## config.mk

```make
export PLATFORM = sky130hd
export DESIGN_NAME = zports_top
export DESIGN_NICKNAME = d
export VERILOG_FILES = /design/src/verilog/zbus_pkg.sv /design/src/verilog/zcfg_pkg.sv /design/src/verilog/mem_paging.sv /design/src/verilog/port_readback.sv /design/src/verilog/xt_regs.sv /design/src/verilog/zport_decode.sv /design/src/verilog/zports_top.sv
export VERILOG_INCLUDE_DIRS = /design/src /design/src/verilog
export SDC_FILE = /design/constraint.sdc
export NUM_CORES = 1
export LEC_CHECK = 0
export ABC_AREA = 1
export BUFFER_PORTS_ARGS = -buffer_cell sky130_fd_sc_hd__buf_2
export CAP_MARGIN = 20
export CORE_AREA = 2 2 116 118
export DETAILED_ROUTE_END_ITERATION = 8
export DIE_AREA = 0 0 118 120
export PLACE_DENSITY = 0.65
export SLEW_MARGIN = 5
export SYNTH_ARGS = -nofsm -noshare
export SYNTH_HDL_FRONTEND = slang
export SYNTH_SLANG_ARGS = --single-unit
export TNS_END_PERCENT = 50
```

## constraint.sdc

```tcl
create_clock -name clk -period 1.9 [get_ports clk]
set_clock_uncertainty 0.15 [all_clocks]
set_input_delay 0 -clock clk [delete_from_list [all_inputs] [get_ports clk]]
set_output_delay 0 -clock clk [all_outputs]
set_load 0.02 [all_outputs]
```

## src/verilog/zports_macros.svh

```systemverilog
// port numbers, extended register indices and reset values of the port block
`ifndef ZPORTS_MACROS_SVH
`define ZPORTS_MACROS_SVH

// low address byte of the decoded ports
`define PORT_FE       8'hFE  // keyboard, border, beeper
`define PORT_FD       8'hFD  // 128K paging at #7FFD
`define PORT_XT       8'hAF  // extended registers #nnAF
`define PORT_KJOY     8'h1F  // kempston joystick
`define PORT_KMOUSE   8'hDF  // kempston mouse
`define PORT_SDCFG    8'h77  // sd chip select
`define PORT_SDDAT    8'h57  // sd data

// high address byte of #nnAF
`define XT_STAT       8'h00  // status, read only
`define XT_RAMPAGE    8'h10  // pages #10..#13
`define XT_FMADDR     8'h15
`define XT_SYSCONF    8'h20
`define XT_MEMCONF    8'h21
`define XT_INTMASK    8'h2A
`define XT_CACHECONF  8'h2B

// register values after reset
`define RST_MEMCONF   8'h04  // no rom mapping
`define RST_INTMASK   8'h01  // frame interrupt only
`define RST_PAGE0     8'h00
`define RST_PAGE1     8'h05
`define RST_PAGE2     8'h02
`define RST_PAGE3     8'h00

`endif

```

## src/verilog/zbus_pkg.sv

```systemverilog
// port address union with the #nnAF view and the single line view
package zbus_pkg;

  // one 16-bit z80 port address, read two ways
  typedef union packed {
    struct packed {
      logic [7:0] idx;   // register index of #nnAF
      logic [7:0] port;
    } xt;
    struct packed {
      logic       a15;   // must be low for #7FFD
      logic       a14;
      logic [5:0] mid;
      logic [7:0] port;
    } lines;
  } port_addr_u;

endpackage

```

## src/verilog/zcfg_pkg.sv

```systemverilog
// lock mode, #7FFD page byte and status byte functions
package zcfg_pkg;

  function automatic logic [1:0] lock_mode(input logic [7:0] memconf);
    return memconf[7:6];
  endfunction

  function automatic logic [7:0] page_from_7ffd(input logic [7:0] data,
                                                input logic [1:0] mode,
                                                input logic       m1_lock);
    logic       lock128;
    logic [2:0] hi;
    // in modes 0 and 1 memconf bit 6 is mode bit 0
    lock128 = (mode == 2'd2) ? m1_lock : mode[0];
    if (mode == 2'd3)
      hi = {data[5], data[7:6]};  // 1024K, no lock
    else
      hi = {1'b0, lock128 ? 2'b00 : data[7:6]};
    return {2'b00, hi, data[2:0]};
  endfunction

  function automatic logic [7:0] status_byte(input logic pwr_up);
    return {1'b0, pwr_up, 6'b000000};
  endfunction

endpackage

```

## src/verilog/mem_paging.sv

```systemverilog
// classic #7FFD paging with 128K lock modes and the 48K lock bit
`timescale 1ns/100ps

module mem_paging (
  input  logic                 clk,
  input  logic                 rst,
  input  zbus_pkg::port_addr_u a,
  input  logic [7:0]           din,
  input  logic                 opfetch,
  input  logic                 p7ffd_wr_req,
  input  logic [7:0]           memconf,
  output logic                 page3_wr,
  output logic [7:0]           page3_val,
  output logic                 rom_sel
);

  import zcfg_pkg::*;

  logic [1:0] mode;
  logic       m1_lock;   // opcode based lock for mode 2
  logic       lock48;

  assign mode = lock_mode(memconf);

  // partial decode, a15 low only
  assign page3_wr  = p7ffd_wr_req && !a.lines.a15 && !lock48;
  assign page3_val = page_from_7ffd(din, mode, m1_lock);
  assign rom_sel   = din[4];

  always_ff @(posedge clk)
  begin
    if (rst)
      m1_lock <= 1'b0;
    else if (opfetch)
      m1_lock <= (din[7] == din[6]);  // opcode byte on the bus
  end

  // once set, paging stays frozen until reset
  always_ff @(posedge clk)
  begin
    if (rst)
      lock48 <= 1'b0;
    else if (page3_wr && din[5] && (mode != 2'd3))
      lock48 <= 1'b1;
  end

endmodule

```

## src/verilog/port_readback.sv

```systemverilog
// read data multiplexer, dataout and the power-up flag
`timescale 1ns/100ps
`include "zports_macros.svh"

module port_readback (
  input  logic                 clk,
  input  logic                 rst,
  input  zbus_pkg::port_addr_u a,
  input  logic                 iord,
  input  logic                 port_rd,
  input  logic                 porthit,
  input  logic                 dos,
  input  logic [31:0]          xt_page,
  input  logic [4:0]           keys_in,
  input  logic                 tape_read,
  input  logic [4:0]           kj_in,
  input  logic [7:0]           mus_in,
  input  logic [7:0]           sd_dataout,
  output logic [7:0]           dout,
  output logic                 dataout
);

  import zcfg_pkg::*;

  logic pwr_up;
  logic pwr_up_reg;  // value seen by the last status read
  logic stat_rd;

  assign stat_rd = port_rd && (a.xt.port == `PORT_XT) && (a.xt.idx == `XT_STAT);

  always_ff @(posedge clk)
  begin
    if (rst)
    begin
      pwr_up     <= 1'b1;
      pwr_up_reg <= 1'b1;
    end
    else if (stat_rd)
    begin
      pwr_up_reg <= pwr_up;
      pwr_up     <= 1'b0;
    end
  end

  assign dataout = porthit && iord;

  always_comb
  begin
    case (a.xt.port)
      `PORT_FE:     dout = {1'b1, tape_read, 1'b1, keys_in};
      `PORT_KJOY:   dout = dos ? 8'hFF : {3'b000, kj_in};
      `PORT_KMOUSE: dout = mus_in;
      `PORT_SDCFG:  dout = 8'h00;  // card present, not write protected
      `PORT_SDDAT:  dout = sd_dataout;
      `PORT_XT:
      begin
        case (a.xt.idx)
          `XT_STAT:                           dout = status_byte(pwr_up_reg);
          `XT_RAMPAGE + 8'd2, `XT_RAMPAGE + 8'd3: dout = xt_page[{a.xt.idx[1:0], 3'b000} +: 8];
          default:                            dout = 8'hFF;
        endcase
      end
      default:      dout = 8'hFF;
    endcase
  end

endmodule

```

## src/verilog/xt_regs.sv

```systemverilog
// extended #nnAF register file with ram pages and configuration registers
`timescale 1ns/100ps
`include "zports_macros.svh"

module xt_regs (
  input  logic                 clk,
  input  logic                 rst,
  input  zbus_pkg::port_addr_u a,
  input  logic [7:0]           din,
  input  logic                 xt_wr,
  input  logic                 page3_wr,
  input  logic [7:0]           page3_val,
  input  logic                 rom_sel,
  output logic [31:0]          xt_page,
  output logic [7:0]           memconf,
  output logic [7:0]           sysconf,
  output logic [3:0]           cacheconf,
  output logic [7:0]           intmask,
  output logic [4:0]           fmaddr
);

  localparam logic [7:0] rampage_base = `XT_RAMPAGE;

  logic [7:0] page [0:3];
  logic [7:0] idx;

  assign idx     = a.xt.idx;
  assign xt_page = {page[3], page[2], page[1], page[0]};

  always_ff @(posedge clk)
  begin
    if (rst)
    begin
      page[0]   <= `RST_PAGE0;
      page[1]   <= `RST_PAGE1;
      page[2]   <= `RST_PAGE2;
      page[3]   <= `RST_PAGE3;
      memconf   <= `RST_MEMCONF;
      intmask   <= `RST_INTMASK;
      sysconf   <= 8'h00;  // 3.5 MHz
      cacheconf <= 4'h0;
      fmaddr    <= 5'h00;
    end
    else if (page3_wr)  // #7FFD wins over #nnAF
    begin
      page[3]    <= page3_val;
      memconf[0] <= rom_sel;
    end
    else if (xt_wr)
    begin
      if (idx[7:2] == rampage_base[7:2])
        page[idx[1:0]] <= din;

      if (idx == `XT_FMADDR)
        fmaddr <= din[4:0];

      if (idx == `XT_SYSCONF)
      begin
        sysconf   <= din;
        cacheconf <= {4{din[2]}};  // turbo bit enables all cache windows
      end

      if (idx == `XT_CACHECONF)
        cacheconf <= din[3:0];

      if (idx == `XT_MEMCONF)
        memconf <= din;

      if (idx == `XT_INTMASK)
        intmask <= din;
    end
  end

endmodule

```

## src/verilog/zport_decode.sv

```systemverilog
// strobe edge detection, port hit decode, access strobes and sd chip select register
`timescale 1ns/100ps
`include "zports_macros.svh"

module zport_decode (
  input  logic                 clk,
  input  logic                 rst,
  input  zbus_pkg::port_addr_u a,
  input  logic [7:0]           din,
  input  logic                 iord,
  input  logic                 iowr,
  input  logic                 dos,
  output logic                 port_rd,
  output logic                 port_wr,
  output logic                 xt_wr,
  output logic                 p7ffd_wr_req,
  output logic                 border_wr,
  output logic                 beeper_wr,
  output logic                 porthit,
  output logic                 sd_start,
  output logic [7:0]           sd_datain,
  output logic                 sdcs_n,
  output logic                 sd2cs_n
);

  logic       iord_r;
  logic       iowr_r;
  logic [7:0] lo;

  assign lo = a.xt.port;

  always_ff @(posedge clk)
  begin
    if (rst)
    begin
      iord_r <= 1'b0;
      iowr_r <= 1'b0;
    end
    else
    begin
      iord_r <= iord;
      iowr_r <= iowr;
    end
  end

  assign port_rd = iord && !iord_r;  // first cycle of the read level
  assign port_wr = iowr && !iowr_r;

  assign xt_wr        = port_wr && (lo == `PORT_XT);
  assign p7ffd_wr_req = port_wr && (lo == `PORT_FD);  // a15 and lock checked in paging
  assign border_wr    = port_wr && (lo == `PORT_FE);
  assign beeper_wr    = port_wr && (lo == `PORT_FE);

  // #1F belongs to the floppy controller while dos is active
  assign porthit = (lo == `PORT_FE) || (lo == `PORT_XT) || (lo == `PORT_FD)
                || (lo == `PORT_KMOUSE) || (lo == `PORT_SDCFG) || (lo == `PORT_SDDAT)
                || ((lo == `PORT_KJOY) && !dos);

  // spi engine kicks off on any data port access
  assign sd_start  = (port_wr || port_rd) && (lo == `PORT_SDDAT);
  assign sd_datain = iowr ? din : 8'hFF;  // reads shift out all ones

  always_ff @(posedge clk)
  begin
    if (rst)
    begin
      sdcs_n  <= 1'b1;
      sd2cs_n <= 1'b1;
    end
    else if (port_wr && (lo == `PORT_SDCFG))
    begin
      sdcs_n  <= din[1];
      sd2cs_n <= din[2];
    end
  end

endmodule

```

## src/verilog/zports_top.sv

```systemverilog
// top level of the port block wiring decode, paging, registers and readback
`timescale 1ns/100ps

module zports_top (
  input  logic                 clk,
  input  logic                 rst,
  input  zbus_pkg::port_addr_u a,
  input  logic [7:0]           din,
  input  logic                 iord,
  input  logic                 iowr,
  input  logic                 opfetch,
  input  logic                 dos,
  input  logic [4:0]           keys_in,
  input  logic                 tape_read,
  input  logic [4:0]           kj_in,
  input  logic [7:0]           mus_in,
  input  logic [7:0]           sd_dataout,
  output logic [7:0]           dout,
  output logic                 dataout,
  output logic                 porthit,
  output logic                 border_wr,
  output logic                 beeper_wr,
  output logic                 sd_start,
  output logic [7:0]           sd_datain,
  output logic                 sdcs_n,
  output logic                 sd2cs_n,
  output logic [31:0]          xt_page,
  output logic [7:0]           memconf,
  output logic [7:0]           sysconf,
  output logic [3:0]           cacheconf,
  output logic [7:0]           intmask,
  output logic [4:0]           fmaddr
);

  logic       port_rd;
  logic       port_wr;
  logic       xt_wr;
  logic       p7ffd_wr_req;
  logic       page3_wr;
  logic [7:0] page3_val;
  logic       rom_sel;

  zport_decode u_decode (
    .clk          (clk),
    .rst          (rst),
    .a            (a),
    .din          (din),
    .iord         (iord),
    .iowr         (iowr),
    .dos          (dos),
    .port_rd      (port_rd),
    .port_wr      (port_wr),
    .xt_wr        (xt_wr),
    .p7ffd_wr_req (p7ffd_wr_req),
    .border_wr    (border_wr),
    .beeper_wr    (beeper_wr),
    .porthit      (porthit),
    .sd_start     (sd_start),
    .sd_datain    (sd_datain),
    .sdcs_n       (sdcs_n),
    .sd2cs_n      (sd2cs_n)
  );

  mem_paging u_paging (
    .clk          (clk),
    .rst          (rst),
    .a            (a),
    .din          (din),
    .opfetch      (opfetch),
    .p7ffd_wr_req (p7ffd_wr_req),
    .memconf      (memconf),
    .page3_wr     (page3_wr),
    .page3_val    (page3_val),
    .rom_sel      (rom_sel)
  );

  xt_regs u_regs (
    .clk       (clk),
    .rst       (rst),
    .a         (a),
    .din       (din),
    .xt_wr     (xt_wr),
    .page3_wr  (page3_wr),
    .page3_val (page3_val),
    .rom_sel   (rom_sel),
    .xt_page   (xt_page),
    .memconf   (memconf),
    .sysconf   (sysconf),
    .cacheconf (cacheconf),
    .intmask   (intmask),
    .fmaddr    (fmaddr)
  );

  port_readback u_readback (
    .clk        (clk),
    .rst        (rst),
    .a          (a),
    .iord       (iord),
    .port_rd    (port_rd),
    .porthit    (porthit),
    .dos        (dos),
    .xt_page    (xt_page),
    .keys_in    (keys_in),
    .tape_read  (tape_read),
    .kj_in      (kj_in),
    .mus_in     (mus_in),
    .sd_dataout (sd_dataout),
    .dout       (dout),
    .dataout    (dataout)
  );

endmodule

```

# After elaboration in Yosys (flattened, before gate mapping)
# Memories as Yosys holds them, arrays and structs flattened.
# Index checks and enable logic that the tools add are counted.
[totals]
regBits = 41
n_memories = 1
mem_bits_rw = 32
[op_classes]
shift = 1
eq_ne = 19
n_reduce_logical = 39
bitwise = 2
mux = 26
[memory_table]
columns = ["name", "depth", "width", "rd", "rd_ports_with_merged_regs", "wr", "line", "rtl"]
rows = [
  ["u_regs.page", 4, 8, 4, 0, 4, "xt_regs.sv:24", "logic [7:0] page [0:3];"],
]
[op_table]
columns = ["op", "count"]
rows = [
  ["8-bit one-hot mux with 6 select lines", 1],
  ["8-bit by 5-bit == test with 1-bit output (second input constant)", 4],
  ["8-bit by 6-bit == test with 1-bit output (second input constant)", 4],
  ["8-bit == test (second input constant)", 4],
  ["8-bit 2-to-1 mux", 4],
  ["32-bit by 6-bit variable part select with 8-bit output", 1],
  ["8-bit by 7-bit == test with 1-bit output (second input constant)", 2],
  ["8-bit one-hot mux with 2 select lines", 1],
  ["1-bit logical AND", 15],
  ["1-bit 2-to-1 mux", 15],
  ["3-bit AND reduction", 5],
  ["8-bit logical NOT", 1],
  ["4-bit 2-to-1 mux", 2],
  ["8-bit OR reduction", 1],
  ["1-bit logical OR", 7],
  ["6-bit by 3-bit == test with 1-bit output (second input constant)", 1],
  ["2-bit nonzero test", 3],
  ["1-bit logical NOT", 5],
  ["2-bit == test (second input constant)", 2],
  ["2-bit 2-to-1 mux", 2],
  ["3-bit 2-to-1 mux", 1],
  ["2-bit != test (second input constant)", 1],
  ["2-bit AND reduction", 1],
  ["2-bit OR reduction", 1],
  ["3 further kinds", 3],
]

# Depth between registers and ports, before layout
# Gate-level depths: netlist of the first run.
[depth]
depth_word = 10
mapped_depth = 10
mapped_depth_nobuf = 10

# By module
# A second synthesis of the first run with hierarchy kept.
[hier_totals]
cells_unflattened = 642
area_unflattened_um2 = 4555.6
[by_module_without_submodules]
columns = ["mod", "n_inst", "seq_area_each_um2", "cells_per_inst", "area_each_um2"]
rows = [
  ["xt_regs", 1, 1621.6, 335, 2954.1],
  ["port_readback", 1, 40.0, 204, 996.0],
  ["zport_decode", 1, 80.1, 72, 411.6],
  ["mem_paging", 1, 40.0, 31, 193.9],
]

# Worst setup path after synthesis of the first run
# OpenSTA, ideal clock, no wires.
[synth_timing]
path_kind = "reg-to-reg"
start = "register u_decode.iowr_r"
end = "memory u_regs.page[3][0] (enable)"
synth_period_minus_slack_ps = 2048
setup_time_ps = 384
setup_slack_ps = -148
arrival_ps = 1514
path_stages_with_launch = 6
required_time_ps = 1366
path_cell_list = "dfxtp_1 -> nor2_2 -> nand3_4 -> inv_2 -> nand2_1 -> o21ai_0"
[synth_lines]
columns = ["item", "line", "rtl"]
rows = [
  ["start, declared", "zport_decode.sv:27", "logic iowr_r;"],
  ["start signal, assigned", "zport_decode.sv:42", "iowr_r <= iowr;"],
  ["end, declared", "xt_regs.sv:24", ""],
]

# Worst setup path in the final report of the first run
[layout_timing]
start = "input rst"
end = "register u_paging.m1_lock"
[layout_lines]
columns = ["item", "line", "rtl"]
rows = [
  ["start, declared", "zports_top.sv:6", "input logic rst,"],
  ["end signal, assigned", "mem_paging.sv:35", "m1_lock <= (din[7] == din[6]);"],
  ["end, declared", "mem_paging.sv:20", "logic m1_lock;"],
]
# No word-level cell between the ends.

==> results of run 1 <==
[what timing repair did]
item | 4_1_cts | 5_1_grt
endpoints found under the hold margin | 36 | 0
resized for setup | 0 | 6
hold buffers | 14 | 0
setup endpoints to repair | 0 | 32
[final cells by class]
class / count / area (sq um)
clock buffers: 11 / 233
clock inverters: 5 / 81.3
fillers: 1350 / 7700
inverters: 48 / 183
multi-input cells: 381 / 1800
flip-flops and latches: 73 / 1780
well taps: 176 / 220
repair buffers: 173 / 976
[logic make-up after synthesis]
logic type | count (synthesis)
buffers and inverters | 57
AOI/OAI and AO/OA | 57
and+or+nand+nor | 324
DFF | 73
[cell usage after synthesis, types with 7 or more instances]
cell / number / share of area, %
a21oi_1: 10 / 1.3
dfxtp_1: 41 / 22
edfxtp_1: 32 / 25
inv_1: 39 / 3.9
inv_2: 8 / 0.79
nand2_1: 116 / 11
nand3_1: 43 / 5.7
nor2_1: 123 / 12
nor2_2: 11 / 1.8
nor3_1: 7 / 0.92
o211ai_1: 11 / 2.2
o21ai_0: 34 / 4.5
[metrics by stage]
| stage | hold WS, ps | setup WS (ps) | total power, mW | area, sq um | utilization (%) |
|---|---|---|---|---|---|
| after detailed placement | 107 | 128 | 2.06 | 4810 | 37.0 |
| after global placement | 104 | 164 | 2.05 | 4810 | 37.0 |
| final | 28.5 | 135 | 3.86 | 5280 | 40.6 |
| after global routing | 53.5 | 37.5 | 3.99 | 5280 | 40.6 |
| after floorplan | -78.0 | 69.5 | 1.88 | 3800 | - |
| after CTS | 17.2 | 84.0 | 3.88 | 5260 | 40.5 |
[critical path: stages]
cell,delay [ps]
dlygate4sd3_1,530
buf_2,160
clkinv_1,70
buf_4,340
o211ai_1,150
dlygate4sd3_1,590
inv_1,50
[final timing paths]
path	slack (ps)	cells past startpoint	end	startpoint
worst min register to register	310	2	u_readback.pwr_up	u_readback.pwr_up
worst min-delay path	30	6	u_regs.fmaddr[0]	a[11]
worst max register to register	220	10	u_regs.page[1][0]	u_decode.iowr_r
worst max-delay path	130	7	u_paging.m1_lock	rst
[report_power, final]
group          total, mW  switching, mW  internal, mW  leakage, nW
logic              0.379          0.247         0.133         1.74
clock network       1.81          0.661          1.15        0.150
registers           1.67         0.0116          1.66        0.662
[layer usage]
metal / GRT usage [%] / share of wire [%] / wire length [um]
met5: 0 / 0 / 0
met4: 4.44 / 1.4 / 170
met3: 6.04 / 8.1 / 975
met2: 28.9 / 46 / 5610
met1: 21.8 / 44 / 5350
==> metrics, run 1 <==
Synth Register Bits=between 70 and 80; starting density of the core=29.3%; DR pass1 iterations=4; Worst Hold Class=in2reg; Syn Nets=between 500 and 600; Leakage=2.55 nW; htree depth=3; crit share post-route=92.9%; mean number of vias per cell=4.55; slew margin rel.=69.9%; gr ovfl total=0; Tmin final=1770 ps; detailed-route via count=3,949; Die W=118 um; Synth-to-Final Area Change=38.8%; most common cell after layout, fill and taps aside=buf_2; status=finished, final reports clean; Post-synth ARST share=0%; setup tns final=0 ps; synth unique cells=28; Worst Setup Path Type=in2reg; iteration-0 DRC count of the detailed router=132; Cell Count, Final, Fillers Out=867; DRT Wirelength=12,100 um; final setup fails=0; most frequent cells in the layout=buf_2, nor2_1, nand2_1; Total Routing Usage GR=17.4%; compound-cell area share of the yosys netlist=8.33%; Post-CTS Setup Bufs=0; CORE AREA=0.0130 sq mm; # rows=42; Detail Placement HPWL=between 9000 and 10,000 um; pwr dens=~730 mW/mm^2; register area share after synthesis=between 40% and 50%; layout cell share with drive strength beyond 1=between 30% and 40%; post-synthesis mux area share=0%; largest family of logic cells by synthesized area=simple AND/OR/NAND/NOR gates; clk_lat worst skew=about 340 ps; final hold violations=0; syn_area_per_cell=7.44 sq um; Worst EP required=2040 ps; Longest Clk Path Bufs=2; Final Wtd Congestion=0.853; Reg clk slew, reported paths=60 ps; Worst setup EP type=flip-flop; placed cells=837; Die ar.=~0.014 sq mm; Post-DRT Antenna Nets=0; CTS root buffer=clkbuf_16; number of global-route vias before repair=between 3,000 and 4,000; max-cap violation count=0; Top reg by flops=u_regs.page; # DRC=0; n_diodes=0; antenna violations before repair=0; VDD IR max=0.000474 V; RSZ-0062 raised after global routing=false; Post-Syn Instances=slightly above 500; Slew Viols, Final=0; number of flip-flops in the largest register=32; Ports=145; post-synthesis simple-gate area fraction=38.8%; Post-synth EDFFs=32; Port Buffers=approximately 140; CP Max Fanout=33; die height=between 100 and 150 um; first-pass GRT wire length=19,400 um; largest net degree at the start of global routing=34; Worst Path Arrival=1900 ps; TritonCTS buffer count=9; XOR/XNOR Fraction of Synth Area=0%; final net count=approximately 740; synth warn=0; post-synthesis adder-cell area fraction=0%; drt wl/cell=around 14 um; CTS tree=yes; Primary FF master, synth=dfxtp_1; worst slew pin tran=451 ps; CP Launch Type=primary input; mapped cell area=approximately 0.0038 sq mm; clk sink count=73; fmax=between 500 and 600 MHz
Note: power is estimated with default switching activity, not from simulation.
==> run 2, diff against run 1 <==
==> constraint.sdc (replaced) <==
create_clock -name clk -period 1.9 [get_ports clk]
set_clock_uncertainty 0.15 [all_clocks]
set_input_delay 0 -clock clk [delete_from_list [all_inputs] [get_ports clk]]
set_output_delay 0 -clock clk [all_outputs]
set_load 0.05 [all_outputs]
==> run 2 against run 1 <==
- wire length is 1.9% lower
- die area stayed put
- critical path depth is 1 higher
- fmax is 4.3% lower
- final cell count is 0.12% higher
- worst hold slack worse by 8.9 ps
- register-to-register slack worse by 110 ps
- via count is 0.41% lower
- final area is 0.45% lower
- critical path type unchanged
- critical endpoint unchanged
- largest power group is now registers
- highest routed layer unchanged
==> metrics, run 2 (synthesis gave the netlist of run 1 again) <==
status=finished, final reports clean; most common cell after layout, fill and taps aside=buf_2; detailed-route via count=3,933 (-0.41%); CTS root buffer=clkbuf_16; largest net degree at the start of global routing=30 (-12%); pwr dens=712 mW/mm^2 (-2.7%); Tmin final=1840 ps (+79.8 ps); final net count=743 (unchanged); die height=120 um (unchanged); fmax=542 MHz (-4.3%); Worst path most repeated cell=dlygate4sd3_1; Final Wtd Congestion=0.827 (-3.0%); Top reg by flops=u_regs.page; Slew Viols, Final=0 (unchanged); final hold violations=0 (unchanged); DRT Wirelength=11,900 um (-1.9%); number of global-route vias before repair=3,791 (+0.18%); final setup fails=0 (unchanged); clk sink count=73 (unchanged); gr ovfl total=0 (unchanged); slowest CP cell=dlygate4sd3_1; first-pass GRT wire length=19,200 um (-1.0%); fill count=1,374 (+1.8%); Synth-to-Final Area Change=38.2%; Die ar.=0.0142 sq mm (unchanged); Worst Hold Class=in2reg; clk_lat worst skew=330 ps (about the same); Reg clk slew, reported paths=60 ps (about the same); RSZ-0062 raised after global routing=true; Total Routing Usage GR=17.1% (-0.32 points); TritonCTS buffer count=9 (unchanged); DR pass1 iterations=4 (unchanged); CP Max Fanout=29 (-12%); r2r setup slk=110 ps (-110 ps); Leakage=2.54 nW (-0.30%); Worst Hold Launch=a[11]; setup tns final=0 ps (unchanged); Hold Path Stages=6 (unchanged); Ports=145 (unchanged); # DRC=0 (unchanged); Die W=118 um (unchanged); sequential cell area=0.00178 sq mm (unchanged); CORE AREA=0.0130 sq mm (unchanged); Worst Setup Path Type=in2reg; hold endpoint=u_regs.fmaddr[3]; iteration-0 DRC count of the detailed router=193 (+46%); number of flip-flops in the largest register=32 (unchanged); # rows=42 (unchanged); worst slew pin tran=421 ps (-29.9 ps); Worst EP required=1980 ps (-60 ps); Longest Clk Path Bufs=2 (unchanged); htree depth=3 (unchanged); slew margin rel.=71.9% (+2.0 points); mean number of vias per cell=4.53 (-0.52%); worst-case reg-to-reg path depth=8 (-2); cells along the critical path=dlygate4sd3_1, buf_2, clkinv_1, buf_4, buf_8, o211ai_1, dlygate4sd3_1, inv_1; R2R Path End=u_regs.page[1][0]; Worst setup EP type=flip-flop; max-cap violation count=0 (unchanged); starting density of the core=29.3% (unchanged); Worst Path Arrival=1930 ps (+30 ps); Port Buffers=144 (unchanged); RR Startpoint=u_decode.iowr_r; Hold Worst Slack=19.6 ps (-8.87 ps); Detail Placement HPWL=9070 um (-0.78%); drt wl/cell=13.7 um (-2.0%); VDD IR max=0.000353 V (-26%); layout cell share with drive strength beyond 1=31.0% (-0.14 points); CTS tree=yes; Post-DRT Antenna Nets=0 (unchanged); most frequent cells in the layout=buf_2, nor2_1, nand2_1; antenna violations before repair=1 (+1); CP Launch Type=primary input; multi-input logic area=0.00180 sq mm (-0.28%); CP peak stage delay=580 ps (about the same); crit share post-route=97.1% (+4.2 points)
[run 2: changes by cell type in the layout (fill, tap and decap cells not counted), sizes merged]
| cell | previous run | this run |
|---|---|---|
| diode | 0 | 1 |
| inv | 47 | 50 |
| dlygate4sd3 | 14 | 15 |
| bufinv | 2 | 0 |
| clkbuf | 12 | 10 |
[run 2: worst max path at each step]
stage | endpoint | from | slack (ps) | cells past startpoint
finish | u_paging.m1_lock | rst | 60 | 8
global route | u_paging.m1_lock | rst | -30 | 8
CTS | u_paging.m1_lock | rst | 9 | 8
detailed placement | u_regs.page[2][7] | u_decode.iowr_r | 110 | 8
global placement | u_regs.page[2][7] | u_decode.iowr_r | 140 | 8
floorplan | u_regs.page[3][0] | u_decode.iowr_r | 70 | 5
[run 2: report_power, final]
group | internal (mW) | switching [mW]
combinational | 0.134 | 0.321
clock | 0.933 | 0.681
sequential | 1.66 | 0.0111
[run 2: routing by layer]
metal | part of all wire, % | global-route usage (%)
met1 | 44 | 21.3
met2 | 46 | 28.2
met3 | 7.9 | 5.28
met4 | 2.1 | 5.95
met5 | 0 | 0
[run 2: worst max-delay path: cells and delay by family]
kind                   cells  cell delay, ps
AOI/OAI and AO/OA          1             100
buffers and inverters      7            1820
[run 2: cell type report]
cell class	instances	share of cell area, %
clock inverters	6	0.929
repair buffers	173	18.7
diodes	1	0.0476
inverters	48	3.43
flip-flops and latches	73	33.9
clock buffers	10	4.55
well taps	176	4.19
multi-input cells	381	34.2
[run 2: what timing repair did]
| item | CTS | global route |
|---|---|---|
| hold endpoints to repair | 35 | 0 |
| endpoints found under the setup margin | 0 | 29 |
| setup buffers | 0 | 0 |
| resized for setup | 0 | 4 |
| hold buffers | 15 | 0 |
[run 2: stage by stage]
step	worst slack, ps	utilization [%]	power (mW)	cell area, sq um	std cells
after floorplan	69.5	-	1.96	3800	511
after global placement	144	37.0	2.13	4800	836
after detailed placement	112	37.0	2.13	4800	836
after CTS	8.73	40.4	3.76	5240	867
after global routing	-33.8	40.5	3.87	5250	868
final	55.1	40.5	3.74	5250	868
==> run 3, diff against run 2 <==
--- a/config.mk
+++ b/config.mk
@@ -12,7 +12,7 @@
 export CORE_AREA = 2 2 116 118
 export DETAILED_ROUTE_END_ITERATION = 8
 export DIE_AREA = 0 0 118 120
-export PLACE_DENSITY = 0.65
+export PLACE_DENSITY = 0.54
 export SLEW_MARGIN = 5
 export SYNTH_ARGS = -nofsm -noshare
 export SYNTH_HDL_FRONTEND = slang
==> run 3 against run 2 <==
- clock power shrank 5%
- first-iteration DRC count grew 24%
- final cell count shrank 0.35%
- power shrank 2.3%
- combinational power shrank 0.9%
- wire length grew 2.1%
- final area shrank 0.88%
- worst setup slack gained 120 ps
- critical path depth grew 1
- worst hold slack gained 12 ps
- die area is the same
- fmax grew 7.1%
- largest cell class unchanged
- largest power group unchanged
==> metrics, run 3 (synthesis gave the netlist of run 1 again) <==
starting density of the core=29.3% (unchanged); # rows=42 (unchanged); layer with the highest usage=met2; final setup fails=0 (unchanged); RR Startpoint=u_decode.iowr_r; status=finished, final reports clean; CTS root buffer=clkbuf_16; clk sink count=73 (unchanged); setup tns final=0 ps (unchanged); CP peak stage delay=310 ps (-270 ps); Top reg by flops=u_regs.page; Worst Hold Class=in2reg; Worst setup EP type=flip-flop; Worst Path Arrival=1740 ps (-190 ps); Worst Setup Path Type=reg2reg; fmax=581 MHz (+7.1%); iteration-0 DRC count of the detailed router=239 (+24%); gr ovfl total=0 (unchanged); Die W=118 um (unchanged); most common cell after layout, fill and taps aside=buf_2; max-cap violation count=0 (unchanged); die height=120 um (unchanged); slew margin rel.=71.8% (about the same); cells along the critical path=inv_1, nand2_2, nor2_1, inv_1, nor2_1, nand2_1, nand2_1, nand2_1, nor2_1; TritonCTS buffer count=9 (unchanged); Hold Worst Slack=31.5 ps (+11.9 ps); CP Max Fanout=5 (-83%); r2r setup slk=180 ps (+70 ps); pwr dens=701 mW/mm^2 (-1.4%); Worst Hold Launch=a[11]; worst-case reg-to-reg path depth=9 (+1); met2 Resource Use GR=29.9% (+1.7 points); first-pass GRT wire length=19,500 um (+1.7%); DR pass1 iterations=4 (unchanged); number of flip-flops in the largest register=32 (unchanged); mean number of vias per cell=4.58 (+1.1%); most frequent cells in the layout=buf_2, nor2_1, nand2_1; slowest CP cell=dfxtp_1; Reg clk slew, reported paths=60 ps (about the same); worst slew pin tran=422 ps (+1.21 ps); htree depth=3 (unchanged); crit share post-route=90.7% (-6.4 points); Detail Placement HPWL=9520 um (+5.0%); RSZ-0062 raised after global routing=false; number of global-route vias before repair=4,001 (+5.5%); Post-DRT Antenna Nets=0 (unchanged); VDD IR max=0.000340 V (-3.8%); Port Buffers=144 (unchanged); drt wl/cell=14.0 um (+2.5%); Worst EP required=1920 ps (-60 ps); routing usage on met3=4.42% (-0.86 points); layout cell share with drive strength beyond 1=30.9% (-0.055 points); detailed-route via count=3,961 (+0.71%); Total Routing Usage GR=17.3% (+0.19 points); Hold Path Stages=6 (unchanged); Slew Viols, Final=0 (unchanged); DRT Wirelength=12,100 um (+2.1%); largest net degree at the start of global routing=23 (-23%); met1 usage=20.9% (-0.42 points); Longest Clk Path Bufs=2 (unchanged); Final Wtd Congestion=0.842 (+1.8%); Die ar.=0.0142 sq mm (unchanged); Synth-to-Final Area Change=37.0%; n_diodes=0 (-1); Leakage=2.52 nW (-0.96%); final net count=741 (-0.27%); fill count=1,387 (+0.95%); # DRC=0 (unchanged); CTS tree=yes; final hold violations=0 (unchanged); Tmin final=1720 ps (-122 ps); Ports=145 (unchanged); R2R Path End=u_regs.page[3][5]; CP Launch Type=flip-flop; hold endpoint=u_regs.fmaddr[4]; clk_lat worst skew=330 ps (about the same); CORE AREA=0.0130 sq mm (unchanged); antenna violations before repair=1 (unchanged)
-- run 3: changes by cell type in the layout (fill, tap and decap cells not counted), sizes merged --
cell,delta
clkbuf,-1
inv,-2
diode,-1
clkinv,+2
clkinvlp,+1
dlygate4sd3,-2
-- run 3: how the worst max path moves through the flow --
stage	startpoint	cells past startpoint	endpoint
after detailed placement	a[15]	6	u_regs.page[1][2]
after global placement	a[15]	6	u_regs.page[1][0]
final	u_decode.iowr_r	9	u_regs.page[3][5]
after global routing	a[15]	8	dout[0]
after CTS	u_decode.iowr_r	8	u_regs.page[1][0]
after floorplan	u_decode.iowr_r	5	u_regs.page[3][0]
-- run 3: layout make-up --
| type | count | area, sq um | area share [%] |
|---|---|---|---|
| Multi-Input combinational cell | 381 | 1800 | 34.5 |
| Sequential cell | 73 | 1780 | 34.2 |
| Timing Repair Buffer | 171 | 956 | 18.4 |
| Clock buffer | 9 | 225 | 4.33 |
| Tap cell | 176 | 220 | 4.23 |
| Inverter | 48 | 180 | 3.46 |
| Clock inverter | 7 | 46.3 | 0.889 |
-- run 3: metrics by stage --
| step | utilization, % | instances | total power, mW | instance area [sq um] | setup WS [ps] |
|---|---|---|---|---|---|
| final | 40.1 | 865 | 3.65 | 5210 | 178 |
| after floorplan | - | 511 | 1.96 | 3800 | 69.5 |
| after CTS | 40.0 | 864 | 3.68 | 5190 | 119 |
| after global placement | 36.9 | 835 | 2.13 | 4790 | 121 |
| after global routing | 40.1 | 865 | 3.78 | 5210 | 2.46 |
| after detailed placement | 36.9 | 835 | 2.13 | 4790 | 60.2 |
-- run 3: power breakdown --
group	switching, mW	internal [mW]	total [mW]
clock network	0.651	0.880	1.53
logic	0.322	0.129	0.451
registers	0.0115	1.66	1.67
-- run 3: what timing repair did --
action / 4_1_cts / 5_1_grt
endpoints found under the setup margin: 0 / 19
setup buffers: 0 / 1
hold buffers: 13 / 0
endpoints found under the hold margin: 34 / 0
gates resized for setup: 0 / 2
-- run 3: routing by layer --
metal | up-vias | wire length [um]
met1 | 1829 | 5290
met4 | 0 | 276
met5 | - | 0
li1 | 2007 | -
met3 | 21 | 720
met2 | 104 | 5840
-- run 3: worst max-delay path: cells and delay by family, from the launching register on --
kind          cells  cell delay [ps]
simple gates      7             1000
flops             1              310
buf+inv           2              110
